<file path="src/rtl/detPkg.sv">
// determinant accelerator shared widths, status codes and limits
`default_nettype none

package detPkg;

    // largest supported matrix is MAX_DIM x MAX_DIM
    localparam int MAX_DIM   = 32;
    localparam int RAM_DEPTH = MAX_DIM * MAX_DIM;

    typedef logic [31:0]                    dataT;    // matrix word or result
    typedef logic [23:0]                    busAddrT; // byte address on the read master
    typedef logic [$clog2(RAM_DEPTH)-1:0]   ramAddrT; // word index into local RAM
    typedef logic [5:0]                     dimT;     // 2..32

    // custom-instruction replies
    localparam dataT STATUS_READY     = '1;
    localparam dataT STATUS_ACCEPTED  = 32'd99;
    localparam dataT STATUS_LOADING   = 32'd1;
    localparam dataT STATUS_COMPUTING = 32'd2;
    localparam dataT STATUS_IRQ_WAIT  = 32'd3;

    // controller stages
    typedef enum logic [1:0] {
        IDLE,
        LOAD,
        CALC,
        IRQ_WAIT
    } stageT;

endpackage

`default_nettype wire
</file>
<file path="src/rtl/detRamIf.sv">
// matrix RAM bundle with one write port and one registered read port
`timescale 1ns/10ps
`default_nettype none

interface detRamIf;
    import detPkg::*;

    logic    wrEn;
    ramAddrT wrAddr;
    dataT    wrData;
    logic    rdEn;
    ramAddrT rdAddr;
    dataT    rdData;   // valid the cycle after rdEn

    modport writer (
        output wrEn, wrAddr, wrData
    );

    modport reader (
        output rdEn, rdAddr,
        input  rdData
    );

    modport mem (
        input  wrEn, wrAddr, wrData, rdEn, rdAddr,
        output rdData
    );

endinterface

`default_nettype wire

</file>
<file path="src/rtl/diagProduct.sv">
// walks the matrix diagonal and multiplies the elements into a running product
`timescale 1ns/10ps
`default_nettype none

module diagProduct #(
    parameter int mulLatency = 5
) (
    input  logic         clk,
    input  logic         arstN,
    input  logic         calcStart,
    input  detPkg::dimT  dim,
    output logic         calcDone,
    output detPkg::dataT product,
    detRamIf.reader      ram
);
    import detPkg::*;

    localparam int CNT_W = (mulLatency > 1) ? $clog2(mulLatency) : 1;

    typedef enum logic [1:0] {
        DP_IDLE,
        DP_READ,
        DP_DATA,
        DP_MUL
    } diagStateT;

    diagStateT        state;
    dataT             acc;
    dataT             mulOut;
    ramAddrT          idx;
    ramAddrT          stride;  // dim + 1 steps along the diagonal
    dimT              left;    // elements still to multiply
    logic [CNT_W-1:0] mulCnt;

    assign ram.rdEn   = (state == DP_READ);
    assign ram.rdAddr = idx;
    assign product    = acc;

    // rdData feeds the multiplier directly in the data cycle
    pipeMultiplier #(
        .mulLatency (mulLatency)
    ) mul_i (
        .clk   (clk),
        .arstN (arstN),
        .a     (acc),
        .b     (ram.rdData),
        .p     (mulOut)
    );

    always_ff @(posedge clk or negedge arstN) begin
        if (!arstN) begin
            state    <= DP_IDLE;
            acc      <= '0;
            idx      <= '0;
            stride   <= '0;
            left     <= '0;
            mulCnt   <= '0;
            calcDone <= 1'b0;
        end else begin
            calcDone <= 1'b0;
            case (state)
                DP_IDLE: begin
                    if (calcStart) begin
                        acc    <= 32'd1;
                        idx    <= '0;
                        stride <= ramAddrT'(dim) + 1'b1;
                        left   <= dim;
                        state  <= DP_READ;
                    end
                end
                DP_READ: state <= DP_DATA;
                DP_DATA: begin
                    mulCnt <= '0;
                    if (ram.rdData == '0) begin
                        acc      <= '0;      // a zero pivot makes the determinant zero
                        calcDone <= 1'b1;
                        state    <= DP_IDLE;
                    end else begin
                        state <= DP_MUL;
                    end
                end
                DP_MUL: begin
                    if (mulCnt == CNT_W'(mulLatency - 1)) begin
                        acc <= mulOut;   // product leaves the pipe this cycle
                        if (left == dimT'(1)) begin
                            calcDone <= 1'b1;
                            state    <= DP_IDLE;
                        end else begin
                            left  <= left - 1'b1;
                            idx   <= idx + stride;
                            state <= DP_READ;
                        end
                    end else begin
                        mulCnt <= mulCnt + 1'b1;
                    end
                end
                default: state <= DP_IDLE;
            endcase
        end
    end

endmodule

`default_nettype wire

</file>
<file path="src/rtl/pipeMultiplier.sv">
// 32-bit integer multiplier keeping the low word and delaying it through a register pipe
`timescale 1ns/10ps
`default_nettype none

module pipeMultiplier #(
    parameter int mulLatency = 5
) (
    input  logic         clk,
    input  logic         arstN,
    input  detPkg::dataT a,
    input  detPkg::dataT b,
    output detPkg::dataT p
);
    import detPkg::*;

    dataT prodLow;
    dataT pipe [mulLatency];

    // low word of the signed product wraps modulo 2^32
    assign prodLow = dataT'($signed(a) * $signed(b));

    always_ff @(posedge clk or negedge arstN) begin
        if (!arstN) begin
            for (int i = 0; i < mulLatency; i++) begin
                pipe[i] <= '0;
            end
        end else begin
            pipe[0] <= prodLow;
            for (int i = 1; i < mulLatency; i++) begin
                pipe[i] <= pipe[i-1];
            end
        end
    end

    assign p = pipe[mulLatency-1];

endmodule

`default_nettype wire

</file>
<file path="src/flat_wrapper.sv">
// flat-port wrapper written by rule: the top's interface ports become plain ports
module diagProduct_flat import detPkg::*;
#(
    parameter int mulLatency = 5
)
  (clk, arstN, calcStart, dim, calcDone, product, ram_rdEn, ram_rdAddr, ram_rdData);
  detRamIf ram_i ();
  input  logic clk;
  input  logic arstN;
  input  logic calcStart;
  input  detPkg::dimT dim;
  output logic calcDone;
  output detPkg::dataT product;
  output wire logic [$bits(ram_i.rdEn)-1:0] ram_rdEn;
  output wire logic [$bits(ram_i.rdAddr)-1:0] ram_rdAddr;
  input wire logic [$bits(ram_i.rdData)-1:0] ram_rdData;
  assign ram_rdEn = ram_i.rdEn;
  assign ram_rdAddr = ram_i.rdAddr;
  assign ram_i.rdData = ram_rdData;
  diagProduct #(.mulLatency(mulLatency)) u_core (.clk(clk), .arstN(arstN), .calcStart(calcStart), .dim(dim), .calcDone(calcDone), .product(product), .ram(ram_i));
endmodule
</file>
<file path="config.mk">
export PLATFORM = sky130hd
export DESIGN_NAME = diagProduct_flat
export DESIGN_NICKNAME = d
export VERILOG_FILES = /design/src/rtl/detPkg.sv /design/src/rtl/detRamIf.sv /design/src/rtl/diagProduct.sv /design/src/rtl/pipeMultiplier.sv /design/src/flat_wrapper.sv
export SDC_FILE = /design/constraint.sdc
export NUM_CORES = 1
export LEC_CHECK = 0
export BUFFER_PORTS_ARGS = -buffer_cell sky130_fd_sc_hd__clkbuf_2
export CORE_ASPECT_RATIO = 0.8
export CORE_MARGIN = 10
export CORE_UTILIZATION = 35
export DETAILED_ROUTE_END_ITERATION = 8
export PLACE_DENSITY = 0.55
export SKIP_CTS_REPAIR_TIMING = 1
export SLEW_MARGIN = 20
export SYNTH_ARGS = -nofsm -noshare
export SYNTH_HDL_FRONTEND = slang
export SYNTH_SLANG_ARGS = --single-unit
</file>
<file path="constraint.sdc">
create_clock -name clk -period 7.89 [get_ports clk]
set_input_delay 1.578 -clock clk [delete_from_list [all_inputs] [get_ports clk]]
set_output_delay 1.578 -clock clk [all_outputs]
set_load 0.02 [all_outputs]
</file>
# ---- Yosys cells after proc, flatten, opt, wreduce, memory -nomap -nowiden
# Index checks and enable logic that the tools add are counted.
dict set report op_classes {
  n_eq_ne 10
  reduce_logical 10
  multipliers 1
  n_mux 23
  n_addsub 4
}
# cell n
set ops {}
lappend ops {{32-bit two-way mux} 3}
lappend ops {{32-bit one-hot mux with 3 select lines} 1}
lappend ops {{32-bit logical NOT} 1}
lappend ops {{32-bit by 32-bit multiplier with 32-bit output} 1}
lappend ops {{10-bit two-way mux} 3}
lappend ops {{10-bit one-hot mux with 2 select lines} 1}
lappend ops {{6-bit two-way mux} 3}
lappend ops {{6-bit one-hot mux with 2 select lines} 1}
lappend ops {{10-bit adder} 1}
lappend ops {{2-bit one-hot mux with 4 select lines} 1}
lappend ops {{4-bit AND reduction} 2}
lappend ops {{6-bit by 1-bit adder with 7-bit output (second input constant)} 1}
lappend ops {{6-bit by 1-bit == test with 1-bit output (second input constant)} 1}
lappend ops {{2-bit two-way mux} 3}
lappend ops {{2-bit != test (second input constant)} 3}
lappend ops {{3-bit one-hot mux with 2 select lines} 1}
lappend ops {{2-bit AND reduction} 3}
lappend ops {{6-bit by 1-bit subtractor with 6-bit output (second input constant)} 1}
lappend ops {{2-bit == test (second input constant)} 2}
lappend ops {{1-bit two-way mux} 4}
lappend ops {{2-bit by 1-bit != test with 1-bit output (second input constant)} 2}
lappend ops {{2-bit nonzero test} 2}
lappend ops {{3-bit by 1-bit adder with 3-bit output (second input constant)} 1}
lappend ops {{3-bit == test (second input constant)} 1}
lappend ops {{other kinds (5)} 5}
dict set report word_totals {
  ff_bits 224
  out_inout_bits 44
}

# ---- Longest topological paths before layout
dict set report depth {
  ltp_word 4
  mapped_depth 26
  mapped_depth_nobuf 24
}

# ---- Cells and area by module
# A second synthesis with hierarchy kept.
dict set report unflattened {
  cells_unflattened 2338
  hier_area_um2 23810.3
}
# mod area_per_inst_um2 instances seq_area_each_um2 cells_per_inst
set modules_own_cells {}
lappend modules_own_cells {pipeMultiplier 20522.2 1 4003.8 1998}
lappend modules_own_cells {diagProduct 3288.2 1 1526.5 340}

# ---- Worst setup path before layout
# No wires, ideal clock.
dict set report synth_timing {
  path_type {input to register}
  start {input port ram_rdData[3]}
  end {register u_core.mul_i.pipe[152] (netlist bit)}
  setup_ns 0.104
  slack_ns -0.044
  required_ns 7.786
  t_arrival_ns 7.830
  stages 21
  path_buffers 2
  cell_sequence {clkbuf_1 -> clkbuf_1 -> and2_1 -> fa_1 -> fa_1 -> inv_1 -> fa_1 -> fa_1 -> inv_1 -> fa_1 -> inv_1 -> fa_1 -> inv_1 -> fa_1 -> fa_1 -> ha_1 -> a2111o_1 -> o211a_1 -> o21ai_1 -> or4b_1 -> o311ai_1}
}
dict set report synth_via {
  elab_chain_cells 1
}
# element line_no
set synth_lines {}
lappend synth_lines {{start, declared} flat_wrapper.sv:16} ;# input wire logic [$bits(ram_i.rdData)-1:0] ram_rdData;
lappend synth_lines {{32-bit by 32-bit multiplier with 32-bit output} pipeMultiplier.sv:20} ;# assign prodLow = dataT'($signed(a) * $signed(b));
lappend synth_lines {{via u_core.mul_i.prodLow[24]} pipeMultiplier.sv:16} ;# dataT prodLow;
lappend synth_lines {{end signal, assigned by index} pipeMultiplier.sv:30} ;# pipe[i] <= pipe[i-1];
lappend synth_lines {{end, declared} pipeMultiplier.sv:17} ;# dataT pipe [mulLatency];
# The timed path passes the listed nets, and every way through them passes these cells.
# A chain may end at the register's enable or synchronous reset.

# ---- Worst setup path in the final report
dict set report layout_timing {
  start {input port ram_rdData[7]}
  end {register u_core.mul_i.pipe[157] (netlist bit)}
}
# The elaborated chain is that of the path after synthesis.

==> metrics.md <==
| Metric | Value |
|---|---|
| Outcome | completed |
| Sw Ratio | 0.363 |
| EDFF count, synth | 0 |
| Num rows | 84 |
| Worst path bufs/invs | 4 |
| Synth Net Count | 2,908 |
| Routed Antenna Nets | 0 |
| Top Family by Delay on Critical Path | adder cells |
| P&R area growth vs syn | 11.8% |
| Io pins | between 80 and 90 |
| Vias/cell | about 4.8 |
| Layout cell share with drive strength beyond 1 | 0.0989 |
| Lkg Pwr | roughly 14 nW |
| Crit. End Element | register |
| Die Y | roughly 250 um |
| Worst IR Drop VDD | 0.181 mV |
| Power per cell area | between 150 and 200 nW/um^2 |
| Grt ovf | 0 |
| Initial antenna violation count | 6 |
| Critical Path Source Type | primary input |
| Total number of vias | around 16,000 |
| Final min period | 7.64 ns |
| Most frequent CP cell | fa_1 |
| Root Driver | clkbuf_16 |
| Clk sinks | 221 |
| Chip width | a little over 300 um |
| Clock skew | roughly 0.0094 ns |
| Clock Power Share | 0.270 |
| CP peak stage delay | ~0.58 ns |
| Initial DRC count | around 950 |
| First-pass GRT wire length | approximately 100 mm |
| Critical path launch point | ram_rdData[7] |
| WS Path Type | primary input to register |
| M1 WL | a little under 30 mm |
| Final slew viol count | 0 |
| Clock latency on the worst-skew pair | 0.51 ns |
| DR pass1 iterations | 5 |
| Largest net degree at the start of global routing | ~130 |
| Total of max-cap violations | 0 |
| Worst hold path startpoint | u_core.mul_i.pipe[87]$_DFF_PN0_ |
| CTS clock-pin slew for the worst setup and hold paths | about 0.060 ns |
| Tcrit/Tclk final | 0.968 |
| CTS Buffer Depth | 3 |
| Post-Syn Area | approximately 23,000 um^2 |
| Synth warn | 0 |
| Unrepaired setup endpoints after global routing | no |
| # fillers | roughly 6,500 |
| Post-synthesis register bit count | approximately 220 |
| Area of the multi-input gates | about 16,000 um^2 |
| Syn Area/Cell | a little over 10 um^2 |
| Buffers on Ports | 84 |
| Finish-stage setup viols | 0 |
| Worst min path class | register to register |
| Mean routed wirelength per cell | ~19 um |
| Routed Wire Length | approximately 63 mm |
| Endpoints failing hold | 0 |
| Post-DP HPWL | about 51 mm |
| Flop pwr share | 0.316 |
| Distinct cell type count after synthesis | between 50 and 60 |
| Nets | 3,014 |
| Met2 routed WL | ~28 mm |
| Placer Congestion | a little under 0.9 |
| Main synth FF type | dfrtp_1 |
| H-tree levels | 1 |
| Floorplan core area | ~66,000 um^2 |
| CP Max Fanout | 13 |
| Max Freq | roughly 130 MHz |
| Worst EP required | 8.34 ns |
| CTS tree | built |
| Initial Util | 0.354 |
| Sequential area share after synthesis | 0.237 |
| Switching power | between 1 and 1.5 mW |
| Met3 wire length | between 3 and 4 mm |
| FFs w/ async S/R, synth | 1.00 |
| Drt drc | 0 |
| Most frequent cells in the layout | inv_1, fa_1, and2_1 |
| Commonest non-fill, non-tap cell in the layout | inv_1 |
| Die Area | ~77,000 um^2 |
| Pint | between 2 and 3 mW |
| TNS Setup | 0 ns |
| Number of global-route vias before repair | around 17,000 |
| Logic pwr share | 0.414 |
| Highest metal used | met5 |
| Crit path DAT | roughly 8 ns |
| Total track usage | 0.166 |
| Worst-Margin Slew | between 0.9 and 1 ns |
| Mapped Cells | approximately 2,300 |
| Crit path cell chain | clkbuf_2 -> buf_4 -> and2_1 -> fa_1 -> fa_1 -> fa_1 -> inv_1 -> fa_1 -> inv_1 -> fa_1 -> fa_1 -> fa_1 -> fa_1 -> ha_1 -> a21o_1 -> a21o_1 -> a21oi_1 -> o31ai_1 -> nand2_1 -> o41ai_4 -> a311o_1 -> nand3_1 |
| FF+latch area | 5530 um^2 |
| WHS | roughly 0.34 ns |
| Rel. slew slack | 0.345 |
| Cts bufs inserted | 23 |
| Slowest CP cell | fa_1 |
| RR Startpoint | u_core.product[12]$_DFFE_PN0P_ |
[sequential cells by signal, indices dropped and copies added, names as in the netlist]
name and cells:
u_core.mul_i.pipe 128, u_core.ram.rdAddr 10, u_core.state 2, u_core.stride 7, u_core.mulCnt 3, u_core.mul_i.p 32
u_core.calcDone 1, u_core.left 6, u_core.product 32
[synth_stat cells, types with 8 or more instances]
cell type / instances / area (um^2)
fa_1: 409 / 8190
dfrtp_1: 221 / 5530
o21ai_0: 52 / 260
a21oi_1: 28 / 140
clkbuf_1: 103 / 387
and2_1: 356 / 2230
inv_1: 444 / 1670
a21o_1: 11 / 82.6
nor3_1: 9 / 45.0
xnor2_1: 74 / 648
nor4_1: 8 / 50.1
nand3_1: 15 / 75.1
xor2_1: 19 / 166
ha_1: 162 / 2030
nand2_1: 271 / 1020
nor2_1: 25 / 93.8
[per-layer routing]
layer | up-vias | track usage
met5 | - | 0
li1 | 7023 | -
met1 | 8155 | 0.236
met2 | 398 | 0.261
met4 | 4 | 0.0423
met3 | 75 | 0.0288
[metrics by stage]
stage          instance area, um^2  worst slack [ns]  instances  total power, mW   util
2_1_floorplan                23300            0.0309       2296             2.28      -
3_3_place_gp                 25300            -0.192       3237             2.99  0.384
3_5_place_dp                 25300            -0.232       3237             2.99  0.384
4_1_cts                      26000             0.260       3277             4.16  0.396
5_1_grt                      26000            0.0247       3278             4.38  0.396
6_report                     26000             0.251       3279             4.10  0.396
[cells by family after synthesis]
kind of cell	share of synthesized area
muxes	0.000483
adders and majority gates	0.438
buffers and inverters	0.0891
and+or+nand+nor	0.158
DFF	0.237
xor gates and xnor gates	0.0350
AOI/OAI and AO/OA	0.0418
[layout make-up]
class / instances / area share
timing repair buffer: 189 / 0.0493
clock inverter: 11 / 0.00548
clock buffer: 29 / 0.0245
antenna: 2 / 0.000192
inverter: 444 / 0.0640
sequential: 221 / 0.212
tap: 860 / 0.0413
multi-input combinational: 1523 / 0.603
[final timing paths]
kind                                                          to  slack, ns  cells past startpoint
worst min register to register   u_core.mul_i.pipe[55]$_DFF_PN0_       0.34                      0
worst max-delay path            u_core.mul_i.pipe[157]$_DFF_PN0_       0.25                     22
max in group asynchronous          u_core.product[8]$_DFFE_PN0P_       5.39                      2
worst max register to register  u_core.mul_i.pipe[157]$_DFF_PN0_       0.75                     21
min in group asynchronous        u_core.mul_i.pipe[38]$_DFF_PN0_       1.16                      1
worst min-delay path             u_core.mul_i.pipe[55]$_DFF_PN0_       0.34                      0
[power by group through the flow]
stage                     Combinational, mW  Sequential (mW)  Clock, mW
final                                  1.69             1.30       1.11
after global placement                 1.68             1.31          0
after CTS                              1.72             1.30       1.14
after floorplan                       0.997             1.28          0
after detailed placement               1.67             1.32          0
after global routing                   1.90             1.30       1.18
No activity file was read; power rests on OpenSTA's default activity.
