**config.mk**
```make
export PLATFORM = sky130hd
export DESIGN_NAME = cmdControl
export DESIGN_NICKNAME = d
export VERILOG_FILES = /design/src/rtl/detPkg.sv /design/src/rtl/cmdControl.sv
export SDC_FILE = /design/constraint.sdc
export NUM_CORES = 1
export LEC_CHECK = 0
export ABC_AREA = 1
export BUFFER_PORTS_ARGS = -buffer_cell sky130_fd_sc_hd__buf_2
export CAP_MARGIN = 20
export CORE_MARGIN = 3
export CORE_UTILIZATION = 25
export CTS_CLUSTER_DIAMETER = 100
export CTS_CLUSTER_SIZE = 40
export DETAILED_ROUTE_END_ITERATION = 6
export GPL_TIMING_DRIVEN = 0
export PLACE_DENSITY_LB_ADDON = 0.25
export SLEW_MARGIN = 20
export SYNTH_ARGS = -nofsm -noshare
export SYNTH_HDL_FRONTEND = slang
export SYNTH_SLANG_ARGS = --single-unit
```
**constraint.sdc**
```tcl
create_clock -name clk -period 2.5 [get_ports clk]
set_input_delay 0.5 -clock clk [delete_from_list [all_inputs] [get_ports clk]]
set_output_delay 0.5 -clock clk [all_outputs]
set_load 0.02 [all_outputs]
```
**src/rtl/detPkg.sv**
```systemverilog
// determinant accelerator shared widths, status codes and limits
`default_nettype none

package detPkg;

    // largest supported matrix is MAX_DIM x MAX_DIM
    localparam int MAX_DIM   = 32;
    localparam int RAM_DEPTH = MAX_DIM * MAX_DIM;

    typedef logic [31:0]                    dataT;    // matrix word or result
    typedef logic [23:0]                    busAddrT; // byte address on the read master
    typedef logic [$clog2(RAM_DEPTH)-1:0]   ramAddrT; // word index into local RAM
    typedef logic [5:0]                     dimT;     // 2..32

    // custom-instruction replies
    localparam dataT STATUS_READY     = '1;
    localparam dataT STATUS_ACCEPTED  = 32'd99;
    localparam dataT STATUS_LOADING   = 32'd1;
    localparam dataT STATUS_COMPUTING = 32'd2;
    localparam dataT STATUS_IRQ_WAIT  = 32'd3;

    // controller stages
    typedef enum logic [1:0] {
        IDLE,
        LOAD,
        CALC,
        IRQ_WAIT
    } stageT;

endpackage

`default_nettype wire
```
**src/rtl/cmdControl.sv**
```systemverilog
// stage machine answering custom-instruction starts and holding the result until read
`timescale 1ns/10ps
`default_nettype none

module cmdControl (
    input  logic            clk,
    input  logic            arstN,
    input  logic            start,
    input  detPkg::dataT    dataa,
    input  detPkg::dataT    datab,
    input  logic            loadDone,
    input  logic            calcDone,
    input  detPkg::dataT    product,
    input  logic            resultRead,
    output logic            done,
    output detPkg::dataT    result,
    output logic            loadStart,
    output detPkg::busAddrT loadBase,
    output detPkg::dimT     dim,
    output logic            calcStart,
    output logic            irq,
    output detPkg::dataT    resultReaddata
);
    import detPkg::*;

    stageT stage;
    dataT  finalResult;
    dataT  statusCode;
    logic  accept;

    // only an idle design with a real dimension takes a job
    assign accept = start && (stage == IDLE) && (datab > 32'd1);

    always_comb begin
        case (stage)
            IDLE:     statusCode = (datab > 32'd1) ? STATUS_ACCEPTED : STATUS_READY;
            LOAD:     statusCode = STATUS_LOADING;
            CALC:     statusCode = STATUS_COMPUTING;
            default:  statusCode = STATUS_IRQ_WAIT;
        endcase
    end

    always_ff @(posedge clk or negedge arstN) begin
        if (!arstN) begin
            stage     <= IDLE;
            done      <= 1'b0;
            loadStart <= 1'b0;
            calcStart <= 1'b0;
            irq       <= 1'b0;
        end else begin
            done      <= start;    // one reply per start in any stage
            loadStart <= accept;
            calcStart <= 1'b0;
            case (stage)
                IDLE: begin
                    if (accept) stage <= LOAD;
                end
                LOAD: begin
                    if (loadDone) begin
                        stage     <= CALC;
                        calcStart <= 1'b1;
                    end
                end
                CALC: begin
                    if (calcDone) begin
                        stage <= IRQ_WAIT;
                        irq   <= 1'b1;
                    end
                end
                IRQ_WAIT: begin
                    if (resultRead) begin
                        stage <= IDLE;   // ready for the next job
                        irq   <= 1'b0;
                    end
                end
                default: stage <= IDLE;
            endcase
        end
    end

    // job parameters and result words
    always_ff @(posedge clk) begin
        if (accept) begin
            loadBase <= dataa[23:0];
            dim      <= datab[5:0];
        end
        if (start) result <= statusCode;
        if (stage == CALC && calcDone) finalResult <= product;
        if (stage == IRQ_WAIT && resultRead) resultReaddata <= finalResult;
    end

endmodule

`default_nettype wire

```
### Word-level counts from Yosys, hierarchy flattened

Index checks and enable logic that the tools add are counted.

* bits of input ports: 102
* bits in writable memories: 0
* register bits: 132
* output and inout port bits: 98
* bits in read-only memories: 0
* logic and storage cells: 38
* latch bits: 0
* memories kept: 0

* div/mod/pow operators: 0
* equality and inequality tests: 7
* shifts and indexed selects: 0
* muxes and demuxes: 12
* $mul: 0
* reduce and logical (&&, ||, !) cells: 8
* bitwise operators: 0
* magnitude comparators: 1
* add/sub/neg operators: 0

Operators with widths (count)
* $pmux W32 S3: 1
* $gt A32 B1 Y1 const B: 1
* $mux W32: 1
* $mux W2: 4
* $ne A2 B2 Y1 const B: 4
* $pmux W2 S4: 1
* $eq A2 B2 Y1 const B: 2
* $logic_and A1 B1 Y1: 4
* $mux W1: 4
* $reduce_and A4 Y1: 1
* $reduce_and A3 Y1: 1
* $eq A2 B1 Y1 const B: 1
* $logic_not A2 Y1: 1
* $pmux W1 S2: 1
* $reduce_bool A2 Y1: 1

### Depth between registers and ports, before layout

Gate-level depths: netlist of the first run.

* depth after elaboration: 5
* gate-level depth with buffers: 9

### Worst setup path before layout of the first run

Ideal clock, no wire load.

* path type: register -> register
* start point: reg stage[0]
* end point: reg dim[0], enable pin
* data required time: 2.115 ns
* buffers on the path: 0
* setup slack: 0.622 ns
* period minus slack after synthesis: 1.878 ns
* cell stages (with the launch flop): 7
* library setup time: 0.385 ns
* arrival: 1.493 ns
* path through: dfrtp_1 inv_1 ha_1 nand2_1 inv_1 o21ai_2 inv_1

* word-level cells in the longest chain between the ends: 3

RTL lines
* start: declaration: line cmdControl.sv:26 `stageT stage;`
* start signal: assignment: line cmdControl.sv:45 `stage <= IDLE;`
* start signal: assignment: line cmdControl.sv:56 `if (accept) stage <= LOAD;`
* start signal: assignment: line cmdControl.sv:60 `stage <= CALC;`
* $logic_not A2 Y1: line cmdControl.sv:32 `assign accept = start && (stage == IDLE) && (datab > 32'd1);`
* $logic_and A1 B1 Y1 (2 in series): line cmdControl.sv:32
* net accept: line cmdControl.sv:29 `logic accept;`
* end signal: assignment: line cmdControl.sv:85 `dim <= datab[5:0];`
* end: declaration: line cmdControl.sv:19 `output detPkg::dimT dim,`

The timed path passes the listed nets, and every way through them passes these cells.
A chain may end at the register's enable or synchronous reset.

==> impl_metrics.csv, run 1 <==
group,metric,value,unit
status,status,"complete, no violations",
timing,finClkSkew,0.00854,ns
detailed_routing,drtPass1Iterations,4,
synthesis,synth-seq-area-share,84.8,%
cts,clkLatencyLatePin,0.34,ns
synthesis,ys_seq_elements,104,
cts,clkTransAtPathRegs,0.07,ns
power,total_power,4.78,mW
global_route,grt_pass1_vias,2343,
global_route,met2_usage,16.9,%
final_layout,stdcell_area,0.00518,mm²
final_layout,multiInputGateArea,300,µm²
floorplanning,core_area,0.0141,mm²
detailed_routing,drcViolationCount,0,
worst_setup_path,crit_slowest_cell,"edfxtp_1",
floorplanning,initial_core_util,25.9,%
global_route,grt_use_met3,2.53,%
placement,gp_congestion,0.743,
final_layout,fillCellCount,1380,
timing,tightest_slew,0.753,ns
worst_setup_path,worstSetupStartpointType,"flip-flop",
synthesis,yosys_warnings,0,
floorplanning,rows,43,
global_route,top_usage_layer,"met2",
global_route,grt_pass1_wl,12.0,mm
synthesis,yosysUniqueCellTypes,14,
cts,htree_levels,3,
detailed_routing,vias,2238,
worst_setup_path,crit_chain,"buf_4 > buf_2",
cts,cts_hold_buf,1,
detailed_routing,wirelength,7.95,mm
worst_setup_path,cp.required,2.00,ns
detailed_routing,wl_per_cell,13.5,µm
cts,clockBufferDepth,2,
global_route,grt_max_degree,34,
synthesis,synthesis.nets,310,
final_layout,drive_gt1_share,59.0,%
timing,final_max_slew_viol_count,0,
timing,rsz0062_at_grt,"no",
placement,io_buffers,191,
synthesis,syn_avg_cell_area,18.2,µm²
worst_setup_path,cpPeakStageDelay,0.84,ns
cts,clkSinkCount,104,
power,power_density,923,mW/mm²
detailed_routing,drtAntennaViolNets,0,
placement,place_area,0.00486,mm²
worst_setup_path,worstSetupPathType,"reg -> out",
global_route,grt_overflow_total,0,
synthesis,synth_area,0.00365,mm²
timing,report.final.setup_viol,0,
final_layout,ff_latch_area,0.00309,mm²
cts,root_buffer,"clkbuf_16",
power,ir_drop,0.000406,V
cts,cts_setup_buffers,0,
cts,cts_resized,0,
worst_setup_path,reg2reg_slack,0.48,ns
timing,hold_viol,0,
worst_setup_path,arrival,1.55,ns
power,p_leak,2.26,nW
final_layout,fin_nets,514,
min_path,hp-class,"in -> reg",
timing,max_freq,0.487,GHz
global_route,grtUsageMet1,10.7,%
cts,cts_tree,"built",
timing,period_share,82.1,%
synthesis,synthCells,201,
worst_setup_path,crit_fanout,28,
cts,cts_buffers,9,
timing,period_needed,2.05,ns
detailed_routing,vias_per_cell,3.79,
timing,fin_setup_tns,0,ns
run,maxCapViolCount,0,
detailed_routing,initialDrtViolationCount,70,
final_layout,syn2layout_area_growth,42.0,%
floorplanning,die_h,127,µm
timing,slew_headroom,49.8,%
floorplanning,top_level_ports,200,
global_route,antenna_found_initial,1,
floorplanning,die_w,127,µm
floorplanning,die_area,0.0161,mm²
placement,hpwl,6.22,mm
global_route,grtUsageTotal,9.60,%
worst_setup_path,end_kind,"output port",
[registers in the layout, summed over array words and instances (netlist names), 2 cells and up]
name / cells
dim: 6
finalResult: 32
loadBase: 24
result: 4
resultReaddata: 32
stage: 2
[cells by family after synthesis]
family | synth area share (%)
adders and majority gates | 2.40
AOI/OAI and AO/OA | 0.789
and+or+nand+nor | 5.04
DFF | 84.8
buffers and inverters | 7.00
[worst max-delay path, delay by kind of cell, from the launching register on]
kind | cells | cell delay (ns)
flip-flops | 1 | 0.84
buffers and inverters | 2 | 0.38
[Yosys cell counts, drive strengths merged]
library cell	number	share of area, %
edfxtp	98	81
buf	28	5.8
nand2	21	2.3
nor2	20	2.1
inv	12	1.2
ha	7	2.4
dfrtp	6	4.1
a21oi	3	0.41
nand3	2	0.27
o21ai	2	0.38
nor4b	1	0.24
or2	1	0.17
[power breakdown]
group	switching [mW]	leakage (nW)	internal (mW)
clock network	0.636	0.150	0.794
registers	0.0893	0.975	2.29
logic	0.650	1.13	0.322
total	1.38	2.26	3.41
[layout make-up]
type	count	share of cell area (%)
clock inverter	7	1.64
antenna	1	0.0483
tap	180	4.35
sequential	104	59.7
multi-input combinational	57	5.80
timing repair buffer	193	19.2
inverter	12	0.870
buffer	28	4.06
clock buffer	9	4.35
[final timing paths]
| kind | from | end | cells past startpoint |
|---|---|---|---|
| setup / recovery | result[30] | result[29] | 2 |
| min in group asynchronous | arstN | irq | 2 |
| max in group asynchronous | arstN | calcStart | 2 |
| setup reg to reg | stage[0] | loadBase[7] | 7 |
| hold reg to reg | finalResult[1] | resultReaddata[1] | 0 |
| hold / removal | product[11] | finalResult[11] | 1 |
[per-layer routing]
layer | up-vias | wire (µm)
met1 | 1051 | 3010
met3 | 12 | 526
met2 | 86 | 4190
li1 | 1089 | -
met5 | - | 0
met4 | 0 | 220
[through the flow]
step	setup slack, ns	hold WS [ns]	std cells	utilization [%]
after floorplan	0.622	0.204	201	-
after global placement	0.285	0.350	572	34.3
after detailed placement	0.436	0.346	573	34.5
after CTS	0.408	0.316	590	36.7
after global routing	0.290	0.314	591	36.7
final	0.447	0.333	591	36.7
[cell usage in the layout (no fill, tap or decap)]
master           n
inv_1           10
bufinv_16        1
edfxtp_1        98
nand3_1          2
o21ai_0          1
nor4b_1          1
clkinvlp_4       1
dlygate4sd3_1    1
buf_16           1
clkbuf_16        9
clkinv_2         1
nor2_1          20
a21oi_1          3
ha_1             7
o21ai_2          1
inv_2            2
diode_2          1
or2_2            1
buf_4           28
buf_2          191
clkinv_8         1
nand2_1         19
inv_6            3
nand2_2          2
dfrtp_1          6
Power figures use the tool's default switching activity.
==> inputs of run 2 (changes only) <==
clock period = 1.69 ns   (was 2.5 ns; I/O delays follow)
==> impl_metrics.csv, run 2 (synthesized netlist as in run 1, its figures left out) <==
group,metric,value,unit
status,status,"complete, no violations",
placement,hpwl,6.15,mm
detailed_routing,drcViolationCount,0,
placement,place_area,0.00484,mm²
global_route,antenna_found_initial,0,
cts,clkLatencyLatePin,0.34,ns
power,ir_drop,0.000436,V
timing,fin_ws,0.134,ns
run,maxCapViolCount,0,
global_route,grtUsageTotal,10.3,%
final_layout,diodes,0,
worst_setup_path,worstSetupStartpointType,"flip-flop",
timing,period_share,92.1,%
detailed_routing,wirelength,8.30,mm
timing,hold_slack,0.167,ns
power,power_frac_comb,22.0,%
detailed_routing,drtPass1Iterations,4,
final_layout,final_cell_mix,"191 x buf_2, 98 x edfxtp_1, 33 x buf_4, 20 x nor2_1, 18 x nand2_1",
timing,tightest_slew,0.428,ns
floorplanning,top_level_ports,200,
timing,slew_headroom,71.4,%
placement,gp_congestion,0.737,
cts,root_buffer,"clkbuf_16",
cts,clkSinkCount,104,
global_route,grt_pass1_vias,2347,
power,swShare,28.5,%
placement,dp_slack,-0.441,ns
detailed_routing,drtAntennaViolNets,0,
detailed_routing,vias,2302,
final_layout,final_common_cell,"buf_2",
power,p_switching,2.03,mW
timing,period_needed,1.56,ns
power,power_density,1360,mW/mm²
placement,dp.cells,572,
worst_setup_path,end_kind,"flip-flop",
power,p_leak,2.27,nW
final_layout,reg_top3,"finalResult (32), resultReaddata (32), loadBase (24)",
global_route,grt_overflow_total,0,
power,cell_internal_pwr,5.09,mW
placement,io_buffers,191,
floorplanning,rows,43,
timing,report.final.setup_viol,0,
final_layout,drive_gt1_share,61.0,%
floorplanning,initial_core_util,25.9,%
detailed_routing,wl_per_cell,13.9,µm
power,clkPwrFrac,28.5,%
final_layout,fillCellCount,1378,
cts,clkTransAtPathRegs,0.07,ns
worst_setup_path,worstSetupPathType,"reg -> reg",
timing,hold_viol,0,
timing,finClkSkew,0.00774,ns
floorplanning,core_area,0.0141,mm²
worst_setup_path,cp.required,1.79,ns
detailed_routing,vias_per_cell,3.85,
floorplanning,die_h,127,µm
final_layout,stdcell_count,598,
power,seqPwrFrac,49.5,%
cts,cts_tree,"built",
worst_setup_path,arrival,1.66,ns
cts,htree_levels,3,
detailed_routing,initialDrtViolationCount,105,
cts,cts_buffers,9,
min_path,hp-class,"in -> reg",
floorplanning,die_area,0.0161,mm²
global_route,grt_pass1_wl,12.4,mm
timing,max_freq,0.643,GHz
final_layout,fin_nets,523,
floorplanning,die_w,127,µm
final_layout,syn2layout_area_growth,44.0,%
cts,clockBufferDepth,2,
final_layout,stdcell_area,0.00526,mm²
timing,fin_setup_tns,0,ns
global_route,grt_max_degree,33,
worst_setup_path,crit_fanout,16,
timing,rsz0062_at_grt,"no",
timing,final_max_slew_viol_count,0,
## run 2: changes by cell type in the layout (fill, tap and decap cells not counted), sizes merged
cell / delta
buf: +7
clkinvlp: +3
inv: -3
clkbuf: +2
clkinv: -1
diode: -1
## run 2: what timing repair did
action,in CTS,in global routing
setup buffers,8,0
hold buffers,1,0
resized for setup,3,3
setup endpoints to repair,124,42
endpoints found under the hold margin,6,0
gates cloned,2,0
## run 2: power by group through the flow
stage | Combinational (mW) | Sequential (mW) | Clock, mW
after floorplan | 0.525 | 3.92 | 0
after CTS | 1.60 | 3.53 | 2.11
after global routing | 1.71 | 3.57 | 2.21
after global placement | 1.41 | 3.58 | 0
final | 1.57 | 3.53 | 2.03
after detailed placement | 1.43 | 3.60 | 0
## run 2: per-stage QoR
| step | total power, mW | util [%] |
|---|---|---|
| after floorplan | 4.45 | - |
| after global placement | 5.00 | 34.3 |
| after detailed placement | 5.03 | 34.3 |
| after CTS | 7.24 | 37.2 |
| after global routing | 7.49 | 37.3 |
| final | 7.12 | 37.3 |
## run 2: area by class of cell
type | instances | area (µm²) | share of cell area [%]
clock inverters | 4 | 52.6 | 1.00
inverters | 12 | 55.1 | 1.05
well taps | 180 | 225 | 4.29
repair inverters | 2 | 15.0 | 0.286
repair buffers | 200 | 1060 | 20.2
multi-input cells | 57 | 305 | 5.81
flip-flops and latches | 104 | 3100 | 58.9
clock buffers | 11 | 233 | 4.43
plain buffers | 28 | 210 | 4.00
## run 2: layer usage
layer  vias to the layer above  wire length (µm)  track usage, %
li1                       1110                 -               -
met4                         0               182            5.30
met1                      1098              3200            11.2
met2                        83              4460            18.4
met3                        11               460            2.44
met5                         -                 0               0
## run 2: critical path, stage by stage, from the launching register on
cell and delay (ns):
dfrtp_2 0.42, inv_2 0.07, ha_2 0.20, nand2_1 0.05, inv_1 0.04, o21ai_2 0.16, clkinvlp_4 0.19, buf_12 0.18
## run 2: worst paths after layout
check,from,to,slack [ns],cells past startpoint
max,stage[0],dim[0],0.13,7
min,product[19],finalResult[19],0.17,1
max reg2reg,stage[0],dim[0],0.13,7
min reg2reg,finalResult[27],resultReaddata[27],0.42,0
max in group asynchronous,arstN,stage[1],1.18,2
min in group asynchronous,arstN,irq,0.34,2
