**config.mk**
```make
export PLATFORM = sky130hd
export DESIGN_NAME = matrixLoader_flat
export DESIGN_NICKNAME = d
export VERILOG_FILES = /design/src/rtl/detPkg.sv /design/src/rtl/detRamIf.sv /design/src/rtl/matrixLoader.sv /design/src/flat_wrapper.sv
export SDC_FILE = /design/constraint.sdc
export NUM_CORES = 1
export LEC_CHECK = 0
export BUFFER_PORTS_ARGS = -buffer_cell sky130_fd_sc_hd__buf_4
export CAP_MARGIN = 25
export CORE_MARGIN = 4
export CORE_UTILIZATION = 54
export DETAILED_ROUTE_END_ITERATION = 10
export GPL_TIMING_DRIVEN = 1
export PLACE_DENSITY_LB_ADDON = 0.25
export SKIP_LAST_GASP = 1
export SLEW_MARGIN = 20
export SYNTH_ARGS = -nofsm -noshare
export SYNTH_HDL_FRONTEND = slang
export SYNTH_SLANG_ARGS = --single-unit
```
**constraint.sdc**
```tcl
create_clock -name clk -period 2.8 [get_ports clk]
set_input_delay 0.14 -clock clk [delete_from_list [all_inputs] [get_ports clk]]
set_output_delay 0.14 -clock clk [all_outputs]
set_load 0.02 [all_outputs]
```
**src/rtl/detPkg.sv**
```systemverilog
// determinant accelerator shared widths, status codes and limits
`default_nettype none

package detPkg;

    // largest supported matrix is MAX_DIM x MAX_DIM
    localparam int MAX_DIM   = 32;
    localparam int RAM_DEPTH = MAX_DIM * MAX_DIM;

    typedef logic [31:0]                    dataT;    // matrix word or result
    typedef logic [23:0]                    busAddrT; // byte address on the read master
    typedef logic [$clog2(RAM_DEPTH)-1:0]   ramAddrT; // word index into local RAM
    typedef logic [5:0]                     dimT;     // 2..32

    // custom-instruction replies
    localparam dataT STATUS_READY     = '1;
    localparam dataT STATUS_ACCEPTED  = 32'd99;
    localparam dataT STATUS_LOADING   = 32'd1;
    localparam dataT STATUS_COMPUTING = 32'd2;
    localparam dataT STATUS_IRQ_WAIT  = 32'd3;

    // controller stages
    typedef enum logic [1:0] {
        IDLE,
        LOAD,
        CALC,
        IRQ_WAIT
    } stageT;

endpackage

`default_nettype wire
```
**src/rtl/detRamIf.sv**
```systemverilog
// matrix RAM bundle with one write port and one registered read port
`timescale 1ns/10ps
`default_nettype none

interface detRamIf;
    import detPkg::*;

    logic    wrEn;
    ramAddrT wrAddr;
    dataT    wrData;
    logic    rdEn;
    ramAddrT rdAddr;
    dataT    rdData;   // valid the cycle after rdEn

    modport writer (
        output wrEn, wrAddr, wrData
    );

    modport reader (
        output rdEn, rdAddr,
        input  rdData
    );

    modport mem (
        input  wrEn, wrAddr, wrData, rdEn, rdAddr,
        output rdData
    );

endinterface

`default_nettype wire

```
**src/rtl/matrixLoader.sv**
```systemverilog
// pipelined read master that copies a row-major matrix into local RAM
`timescale 1ns/10ps
`default_nettype none

module matrixLoader (
    input  logic            clk,
    input  logic            arstN,
    input  logic            loadStart,
    input  detPkg::busAddrT loadBase,
    input  detPkg::dimT     dim,
    input  detPkg::dataT    readdata,
    input  logic            readdatavalid,
    input  logic            waitrequest,
    output detPkg::busAddrT address,
    output logic            read,
    output logic            loadDone,
    detRamIf.writer         ram
);
    import detPkg::*;

    ramAddrT reqIdx;     // requests accepted so far
    ramAddrT wrIdx;      // words written so far
    ramAddrT lastIdx;    // dim*dim - 1
    logic    loading;
    logic    lastWrite;
    logic    reqAccept;

    assign reqAccept = read && !waitrequest;

    always_ff @(posedge clk or negedge arstN) begin
        if (!arstN) begin
            read      <= 1'b0;
            address   <= '0;
            reqIdx    <= '0;
            wrIdx     <= '0;
            lastIdx   <= '0;
            loading   <= 1'b0;
            lastWrite <= 1'b0;
            loadDone  <= 1'b0;
            ram.wrEn  <= 1'b0;
        end else begin
            loadDone  <= lastWrite;  // one cycle after the final write
            lastWrite <= 1'b0;
            ram.wrEn  <= 1'b0;
            if (loadStart) begin
                read    <= 1'b1;
                address <= loadBase;
                reqIdx  <= '0;
                wrIdx   <= '0;
                lastIdx <= ramAddrT'(dim * dim - 1);
                loading <= 1'b1;
            end else begin
                // address and read hold under waitrequest
                if (reqAccept) begin
                    if (reqIdx == lastIdx) begin
                        read <= 1'b0;
                    end else begin
                        address <= address + 24'd4;
                        reqIdx  <= reqIdx + 1'b1;
                    end
                end
                // words come back in request order
                if (readdatavalid && loading) begin
                    ram.wrEn <= 1'b1;
                    wrIdx    <= wrIdx + 1'b1;
                    if (wrIdx == lastIdx) begin
                        loading   <= 1'b0;
                        lastWrite <= 1'b1;
                    end
                end
            end
        end
    end

    always_ff @(posedge clk) begin
        if (readdatavalid) begin
            ram.wrAddr <= wrIdx;
            ram.wrData <= readdata;
        end
    end

endmodule

`default_nettype wire

```
**src/flat_wrapper.sv**
```systemverilog
// flat-port wrapper written by rule: the top's interface ports become plain ports
module matrixLoader_flat import detPkg::*;
  (clk, arstN, loadStart, loadBase, dim, readdata, readdatavalid, waitrequest, address, read, loadDone, ram_wrEn, ram_wrAddr, ram_wrData);
  detRamIf ram_i ();
  input  logic clk;
  input  logic arstN;
  input  logic loadStart;
  input  detPkg::busAddrT loadBase;
  input  detPkg::dimT dim;
  input  detPkg::dataT readdata;
  input  logic readdatavalid;
  input  logic waitrequest;
  output detPkg::busAddrT address;
  output logic read;
  output logic loadDone;
  output wire logic [$bits(ram_i.wrEn)-1:0] ram_wrEn;
  output wire logic [$bits(ram_i.wrAddr)-1:0] ram_wrAddr;
  output wire logic [$bits(ram_i.wrData)-1:0] ram_wrData;
  assign ram_wrEn = ram_i.wrEn;
  assign ram_wrAddr = ram_i.wrAddr;
  assign ram_wrData = ram_i.wrData;
  matrixLoader u_core (.clk(clk), .arstN(arstN), .loadStart(loadStart), .loadBase(loadBase), .dim(dim), .readdata(readdata), .readdatavalid(readdatavalid), .waitrequest(waitrequest), .address(address), .read(read), .loadDone(loadDone), .ram(ram_i));
endmodule
```
* Word level (Yosys, flattened, before mapping)
Cells that the tools add are included.
Widths: inputs -> output; s select.
** Storage, ports and cells
- Bits in registers :: 101
- Bits in latches :: 0
- Memory bits (writable) :: 0
- ROM bits :: 0
- Input port bits :: 67
- Output and inout bits :: 69
- Logic and storage cells :: 48
- Memories :: 0
** Operators by class
- Add/subtract/negate cells :: 4
- $mul :: 1
- Divide/modulo/power cells :: 0
- Order comparisons :: 0
- Eq/ne operators :: 3
- Shift operators :: 0
- Multiplexer cells :: 19
- Bitwise gates (word level) :: 0
- Reductions and logical operators :: 10
** Operators with widths (count)
- $mux 24 :: 3
- $mux 10 :: 5
- $add 24x3->24 const B :: 1
- $add 10x1->10 const B :: 2
- $eq 10x10->1 :: 2
- $mux 1 :: 11
- $mul 6x6->10 :: 1
- $sub 10x1->10 const B :: 1
- $reduce_bool 2->1 :: 4
- $reduce_and 2->1 :: 3
- $logic_and 1x1->1 :: 2
- $ne 2x2->1 const B :: 1
- $logic_not 1->1 :: 1

* Longest topological paths before layout
Gate-level depths: netlist of the first run.
- Depth in word-level cells :: 4
- Gate-level depth with buffers :: 16

* Worst setup path after synthesis of the first run
No wires, ideal clock.
- Kind :: in2reg
- Start :: in dim[1]
- End :: reg u_core.lastIdx[8]
- Library setup time :: 125 ps
- Data arrival time :: 3481 ps
- Data required time :: 2675 ps
- Setup slack :: -805 ps
- Stages :: 14
- Path buffers :: 1
- Cell sequence :: clkbuf_1 and2_1 fa_1 fa_1 inv_1 fa_1 inv_1 ha_1 ha_1 nand3_1 a2bb2oi_1 a21oi_1 xor2_1 mux2_2
** Between the ends
- Longest elaborated chain between the ends :: 2
** Ends and longest elaborated chain
- from (decl) :: RTL line flat_wrapper.sv:9 : input detPkg::dimT dim;
- $mul 6x6->10 :: RTL line matrixLoader.sv:50 : lastIdx <= ramAddrT'(dim * dim - 1);
- $sub 10x1->10 :: RTL line matrixLoader.sv:50
- to (signal assigned) :: RTL line matrixLoader.sv:50
- to (decl) :: RTL line matrixLoader.sv:23 : ramAddrT lastIdx;
No other way between the ends.
A chain may end at the register's enable or synchronous reset.

* Final worst setup path of the first run
- Start :: in dim[1]
- End :: reg u_core.lastIdx[7]
The elaborated chain is that of the path after synthesis.

==> reports/qor.yml, run 1 <==
cts:
  cts_buffers: 9
  clockBufferDepth: 2
  cts_root_buffer: "clkbuf_8"
  clk_pin_slew_ns: 0.09
  htree_levels: 3
  clock-sinks: 100
  insertion_delay_ns: 0.37
  cts_tree: "yes"
timing:
  tns_ns: -0.3183
  clock.fmax_mhz: 341.3
  tightest_slew_ns: 0.7333
  hold_ws_ns: 0.01317
  layout_setup_ws_ns: -0.1298
  clock_skew_ns: 0.01553
  setup_viol: 3
  rsz0062_at_grt: "true"
  finalCritPeriodShare_pct: 104.6
  hold_viol: 0
  slew_headroom_pct: 51.11
  final-max-slew-violation-count: 0
  fin_crit_ns: 2.930
critical_path:
  critical_path.most_common_cell: "fa_1"
  crit_path_top_delay_cell: "fa_1"
  crit_path_end_kind: "register"
  reg2reg_depth: 6
  cp.required_ns: 3.05
  cpPeakStageDelay_ns: 0.50
  crit_chain: "buf_6, and2_4, fa_1, fa_1, inv_1, fa_1, inv_2, ha_4, ha_4, buf_6, a2bb2oi_4, nor2b_4, xnor2_1, mux2_4"
  worst-setup-path-type: "input pin to register"
  arrival_ns: 3.18
  rr_startpoint: "u_core.reqIdx[2]$_DFFE_PN0P_"
  worstReg2RegEnd: "u_core.reqIdx[6]$_DFFE_PN0P_"
  ff2ff_setup_slack_ns: 0.46
  startpoint_type: "input pin"
  crit_fanout: 4
place:
  hpwl_um: 9062
  portBuffers: 135
  placedCellCount: 744
  place_congestion: 0.8392
hold_path:
  hold_start: "loadBase[0]"
  hp-class: "input pin to register"
  min_to: "u_core.address[0]$_DFFE_PN0P_"
  hold_depth: 2
global_route:
  grtUsageMet2_pct: 42.27
  grt_overflow: 0
  grt_pass1_wl_um: 22360
  grt_usage_pct: 24.53
  busiest_layer: "met2"
  met3_usage_pct: 4.559
  antenna_found_initial: 0
  first_global_vias: 4487
  grt_max_degree: 59
  met1_usage_pct: 31.22
route:
  dr.pass1.iters: 5
  via_per_inst: 5.541
  ant_nets: 0
  drt-initial-drc-count: 255
  num_vias: 4466
  wl_per_cell_um: 17.36
  wl_um: 13990
  drc: 0
logic_synthesis:
  ys_top_cells_by_area: "dfrtp_1 27%, edfxtp_1 24%, fa_1 4.5%, ha_1 4.5%, xnor2_1 4.4%"
  ys_seq_area_share_pct: 50.92
  synth.distinct_cells: 58
  syn-num-nets: 575
  synth.top_cell.area_share_pct: 27.24
  syn_inst: 477
  async_reset_ff_share_pct: 58.00
  syn_area_um2: 5328
  synth_warnings: 0
  ys_seq_elements: 100
  synth_edf_count: 42
  avgSynthCellArea_um2: 11.17
  yosys.area.top_type: "dfrtp_1"
  synthFlopType: "dfrtp_1"
cells_and_area:
  syn_to_final_growth_pct: 40.63
  n_antenna_cell: 0
  drive_above_1_share_pct: 32.64
  instances_no_fill: 806
  fillerInstances: 561
  nets: 770
  final_common_cell: "buf_4"
  final_util_pct: 79.57
  layout.cells.most_common_list: "152 x buf_4, 58 x dfrtp_1, 44 x nand2_1, 43 x dlygate4sd3_1, 42 x edfxtp_1"
floorplan:
  die_area_um2: 11520
  dieHeight_um: 107.3
  io_pins: 136
  die_w_um: 107.3
  start_util_pct: 56.58
  coreArea_um2: 9415
  num_rows: 35
power:
  power.density_nw_per_um2: 595.1
  ir_drop_uv: 348.6
  p_clk_share_pct: 23.0
  p_leak_uw: 0.003281
  p_int_uw: 3013
  power_frac_comb_pct: 36.2
  seq_power_share_pct: 40.9
  p_sw_share_pct: 32.42
  p_switching_uw: 1445
job:
  cap_violations: 0
run_status:
  status: "complete, but fails checks"
  violations: "setup timing"
## timing repair
action	4_1_cts	5_1_grt
setup endpoints to repair	3	4
pin swaps	9	12
endpoints found under the hold margin	100	0
hold buffers	43	0
setup buffers	2	1
gates resized for setup	11	20
## area by class of cell
class | instances | area [µm²] | share of cell area (%)
Timing Repair Buffer | 201 | 1643 | 21.93
Inverter | 34 | 130.1 | 1.737
Tap cell | 129 | 161.4 | 2.154
Sequential cell | 100 | 2713 | 36.21
Clock buffer | 10 | 127.6 | 1.703
Multi-Input combinational cell | 326 | 2624 | 35.02
Clock inverter | 6 | 93.84 | 1.253
## registers in the layout, summed over array words and instances (netlist names)
signal             cells
u_core.ram.wrData     32
u_core.address        24
u_core.ram.wrAddr     10
u_core.reqIdx         10
u_core.wrIdx          10
u_core.lastIdx         9
u_core.lastWrite       1
u_core.loadDone        1
u_core.loading         1
u_core.ram.wrEn        1
u_core.read            1
## worst max-delay path, delay by kind of cell
kind	cells	cell delay, ns
fa+ha+maj	5	1.91
xor+xnor	1	0.07
compound gates	1	0.17
buf+inv	4	0.31
simple gates	2	0.33
mux	1	0.26
## cells by family after synthesis
logic type	Yosys count	synth area share, %
AOI/OAI and AO/OA	75	10.73
adders and majority gates	31	8.971
muxes	11	2.278
other	1	0.07039
and+or+nand+nor	162	15.71
DFF	100	50.92
buffers and inverters	51	3.757
xor gates and xnor gates	46	7.562
## cells in the mapped netlist (2+ instances only)
cell type and number:
buf_1 4, a211o_1 2, nand4_1 12, o41ai_1 5, nor2_1 30, nor2b_1 10, xor2_1 19, a21oi_1 12
nand2_1 48, and2_1 11, edfxtp_1 42, nor3_1 5, xnor2_1 27, mux2i_1 2, o311ai_0 2, fa_1 12
a31o_2 2, and3_1 4, o2111ai_1 2, mux2_2 9, o21ai_0 13, clkbuf_1 11, a311oi_1 2, a21o_1 2
a31oi_1 8, inv_1 34, and4_1 5, nor4_1 3, nand3_1 14, or3_1 9, o31ai_1 3, o31a_1 2
o211ai_1 8, or4_1 4, ha_1 19, dfrtp_1 58
## per-stage QoR
stage,total power (µW),instance area (µm²),setup WS (ns)
2_1_floorplan,2727,5428,-0.4746
3_3_place_gp,3141,6660,-0.5262
3_5_place_dp,3197,6660,-0.6500
4_1_cts,4387,7398,-0.2244
5_1_grt,4721,7492,-0.2281
6_report,4458,7492,-0.1298
## worst max-delay path by stage
stage	cells past startpoint	startpoint	endpoint	slack [ns]
floorplan	14	dim[1]	u_core.lastIdx[7]$_DFFE_PN0P_	-0.47
global placement	14	dim[5]	u_core.lastIdx[7]$_DFFE_PN0P_	-0.53
detailed placement	14	dim[5]	u_core.lastIdx[7]$_DFFE_PN0P_	-0.65
CTS	14	dim[1]	u_core.lastIdx[7]$_DFFE_PN0P_	-0.22
global route	14	dim[1]	u_core.lastIdx[7]$_DFFE_PN0P_	-0.23
finish	14	dim[1]	u_core.lastIdx[7]$_DFFE_PN0P_	-0.13
## per-layer routing
metal  routed length (µm)  part of all wire, %  vias to the layer above
met5                    0                    0                        -
met4                  337                  2.4                        0
met2                 7129                   51                      200
met3                  903                  6.5                       33
met1                 5619                   40                     2150
li1                     -                    -                     2083
## power by group through the flow
stage                     Sequential [µW]  Combinational (µW)  Clock, µW
after floorplan                      1910                 821          0
after global placement               1840                1300          0
after detailed placement             1840                1350          0
after CTS                            1820                1540       1030
after global routing                 1840                1760       1120
final                                1820                1610       1020
Power figures use the tool's default switching activity.
==> run 2: changes to the inputs <==
CORE_UTILIZATION = 55   (was 54)
CTS_BUF_LIST = sky130_fd_sc_hd__clkbuf_4 sky130_fd_sc_hd__clkbuf_8   (was default)
==> run 2 against run 1 <==
Against the previous run: the run still ends with setup timing left; first-iteration DRC count up 5.5%; clock-buffer cell count rose by 1; non-clock buffer count up 4; total power is 5.3% lower; die area fell by 1.7%; register-to-register slack better by 0.11 ns; cell count grew 0.50%; final area decreased by 0.53%; core utilization is 0.32 points higher; critical path depth unchanged; fmax is 0.62% higher; largest cell class unchanged; largest power group unchanged.
==> reports/qor.yml, run 2 (synthesis results as in run 1) <==
run_status:
  status: "complete, but fails checks"  # unchanged
  violations: "setup timing"  # unchanged
critical_path:
  crit_path_end_kind: "register"  # unchanged
  cp.required_ns: 3.04  # was 3.05 ns
  reg2reg_depth: 6  # unchanged
  startpoint_type: "input pin"  # unchanged
  crit_family: "adder cells"  # unchanged
  worst-path-stages: 14  # unchanged
  critical_path.most_common_cell: "fa_1"  # unchanged
  worst-setup-path-type: "input pin to register"  # unchanged
  arrival_ns: 3.15  # was 3.18 ns
  crit_chain: "buf_6, and2_4, fa_1, fa_1, inv_1, fa_1, inv_2, ha_4, ha_4, buf_6, a2bb2oi_4, a21oi_2, xor2_1, mux2_2"  # was buf_6, and2_4, fa_1, fa_1, inv_1, fa_1, inv_2, ha_4, ha_4, buf_6, a2bb2oi_4, nor2b_4, xnor2_1, mux2_4
  cpPeakStageDelay_ns: 0.49  # was 0.50 ns
  crit_fanout: 4  # unchanged
  cp_num_buf_inv: 4  # unchanged
  crit_path_top_delay_cell: "fa_1"  # unchanged
power:
  seq_power_share_pct: 43.0  # was 40.9%
  p_int_uw: 2827  # was 3013 µW
  p_sw_share_pct: 33.02  # was 32.42%
  ir_drop_uv: 302.5  # was 348.6 µV
  power.density_nw_per_um2: 566.3  # was 595.1 nW/µm²
  power_frac_comb_pct: 37.4  # was 36.2%
  p_leak_uw: 0.003276  # was 0.003281 µW
  p_clk_share_pct: 19.6  # was 23.0%
  p_switching_uw: 1393  # was 1445 µW
cells_and_area:
  fin_area_um2: 7452  # was 7492 µm²
  n_antenna_cell: 0  # unchanged
  drive_above_1_share_pct: 31.28  # was 32.64%
  syn_to_final_growth_pct: 39.88  # was 40.63%
  largest_reg_flops: 32  # unchanged
  final_util_pct: 79.89  # was 79.57%
  final_common_cell: "buf_4"  # unchanged
  reg.largest.list: "u_core.ram.wrData (32), u_core.address (24)"  # unchanged
  nets: 774  # was 770
  layout.cells.most_common_list: "150 x buf_4, 58 x dfrtp_1, 49 x dlygate4sd3_1, 45 x nand2_1, 42 x edfxtp_1"  # was 152 x buf_4, 58 x dfrtp_1, 44 x nand2_1, 43 x dlygate4sd3_1, 42 x edfxtp_1
  top_register: "u_core.ram.wrData"  # unchanged
route:
  num_vias: 4481  # was 4466
  route.met2.wl_um: 6866  # was 7129 µm
  via_per_inst: 5.532  # was 5.541
  drt-initial-drc-count: 269  # was 255
  dr.pass1.iters: 5  # unchanged
  m1WireLength_um: 5739  # was 5619 µm
  drc: 0  # unchanged
  maxUsedRoutingLayer: "met4"  # unchanged
  ant_nets: 0  # unchanged
  wl_met3_um: 831  # was 903 µm
  wl_per_cell_um: 16.93  # was 17.36 µm
  wl_um: 13710  # was 13990 µm
job:
  cap_violations: 0  # unchanged
global_route:
  grt_usage_pct: 24.85  # was 24.53%
  first_global_vias: 4546  # was 4487
  antenna_found_initial: 0  # unchanged
  grt_overflow: 0  # unchanged
  grt_max_degree: 59  # unchanged
  grt_pass1_wl_um: 22600  # was 22360 µm
cts:
  htree_levels: 3  # unchanged
  cts_root_buffer: "clkbuf_8"  # unchanged
  insertion_delay_ns: 0.37  # about the same
  cts_buffers: 9  # unchanged
  clk_pin_slew_ns: 0.09  # about the same
  cts_tree: "yes"  # unchanged
  clockBufferDepth: 2  # unchanged
  clock-sinks: 100  # unchanged
timing:
  clock.fmax_mhz: 343.4  # was 341.3 MHz
  finalCritPeriodShare_pct: 104.0  # was 104.6%
  fin_crit_ns: 2.912  # was 2.930 ns
  rsz0062_at_grt: "true"  # unchanged
  layout_setup_ws_ns: -0.1117  # was -0.1298 ns
  tns_ns: -0.2094  # was -0.3183 ns
  tightest_slew_ns: 0.7386  # was 0.7333 ns
  hold_viol: 0  # unchanged
  slew_headroom_pct: 50.76  # was 51.11%
  hold_ws_ns: 0.01720  # was 0.01317 ns
  clock_skew_ns: 0.02247  # was 0.01553 ns
  setup_viol: 2  # was 3
  final-max-slew-violation-count: 0  # unchanged
floorplan:
  num_rows: 35  # unchanged
  dieHeight_um: 106.4  # was 107.3 µm
  coreArea_um2: 9328  # was 9415 µm²
  start_util_pct: 57.12  # was 56.58%
  die_area_um2: 11330  # was 11520 µm²
  die_w_um: 106.4  # was 107.3 µm
  io_pins: 136  # unchanged
hold_path:
  hp-class: "input pin to register"  # unchanged
  hold_depth: 2  # unchanged
place:
  portBuffers: 135  # unchanged
  place_area_um2: 6660  # unchanged
  place_congestion: 0.8268  # was 0.8392
  hpwl_um: 8859  # was 9062 µm
-- run 2: changes by cell type in the layout (fill, tap and decap cells not counted), moves of 2 or more --
| cell | change |
|---|---|
| clkinv_2 | +3 |
| buf_4 | -2 |
| inv_1 | +2 |
| nand2_2 | -2 |
| inv_6 | -2 |
| dlygate4sd3_1 | +6 |
| bufinv_16 | -2 |
| clkbuf_4 | +2 |
-- run 2: what timing repair did --
action	4_1_cts	5_1_grt
gates resized for setup	18	3
endpoints found under the setup margin	3	4
setup buffers	1	0
pin swaps	6	5
hold buffers	49	0
endpoints found under the hold margin	106	0
cloned	0	0
-- run 2: per-stage QoR --
| stage | power (µW) | std cells | setup WS [ns] |
|---|---|---|---|
| after global placement | 3136 | 744 | -0.5140 |
| after detailed placement | 3195 | 744 | -0.5916 |
| after CTS | 4210 | 810 | -0.07872 |
| after global routing | 4476 | 810 | -0.1783 |
| after floorplan | 2727 | 477 | -0.4746 |
| final | 4220 | 810 | -0.1117 |
-- run 2: path summary, 6_finish.rpt --
kind | to | start | slack (ns)
worst max register to register | u_core.reqIdx[4]$_DFFE_PN0P_ | u_core.reqIdx[2]$_DFFE_PN0P_ | 0.57
min in group asynchronous | u_core.address[4]$_DFFE_PN0P_ | arstN | 0.38
max in group asynchronous | u_core.wrIdx[5]$_DFFE_PN0P_ | arstN | 1.92
worst min register to register | u_core.loadDone$_DFF_PN0_ | u_core.lastWrite$_DFF_PN0_ | 0.38
worst min-delay path | u_core.address[0]$_DFFE_PN0P_ | loadBase[0] | 0.02
worst max-delay path | u_core.lastIdx[8]$_DFFE_PN0P_ | dim[5] | -0.11
-- run 2: layer usage --
layer | GRT usage [%] | up-vias
met5 | 0 | -
met1 | 32.66 | 2185
li1 | - | 2093
met3 | 4.918 | 26
met2 | 42.08 | 177
met4 | 7.123 | 0
-- run 2: area by class of cell --
cell class	instances	area, µm²
Clock buffer	11	138.9
Clock inverter	5	31.28
Fill cell	528	1876
Inverter	34	127.6
Multi-Input combinational cell	326	2596
Sequential cell	100	2713
Tap cell	129	161.4
Timing Repair Buffer	205	1684
-- run 2: power by group through the flow --
stage / logic, µW / clock network [µW] / registers, µW
after CTS: 1560 / 839 / 1810
after global placement: 1300 / 0 / 1840
after floorplan: 821 / 0 / 1910
after global routing: 1720 / 916 / 1840
final: 1580 / 827 / 1820
after detailed placement: 1360 / 0 / 1840
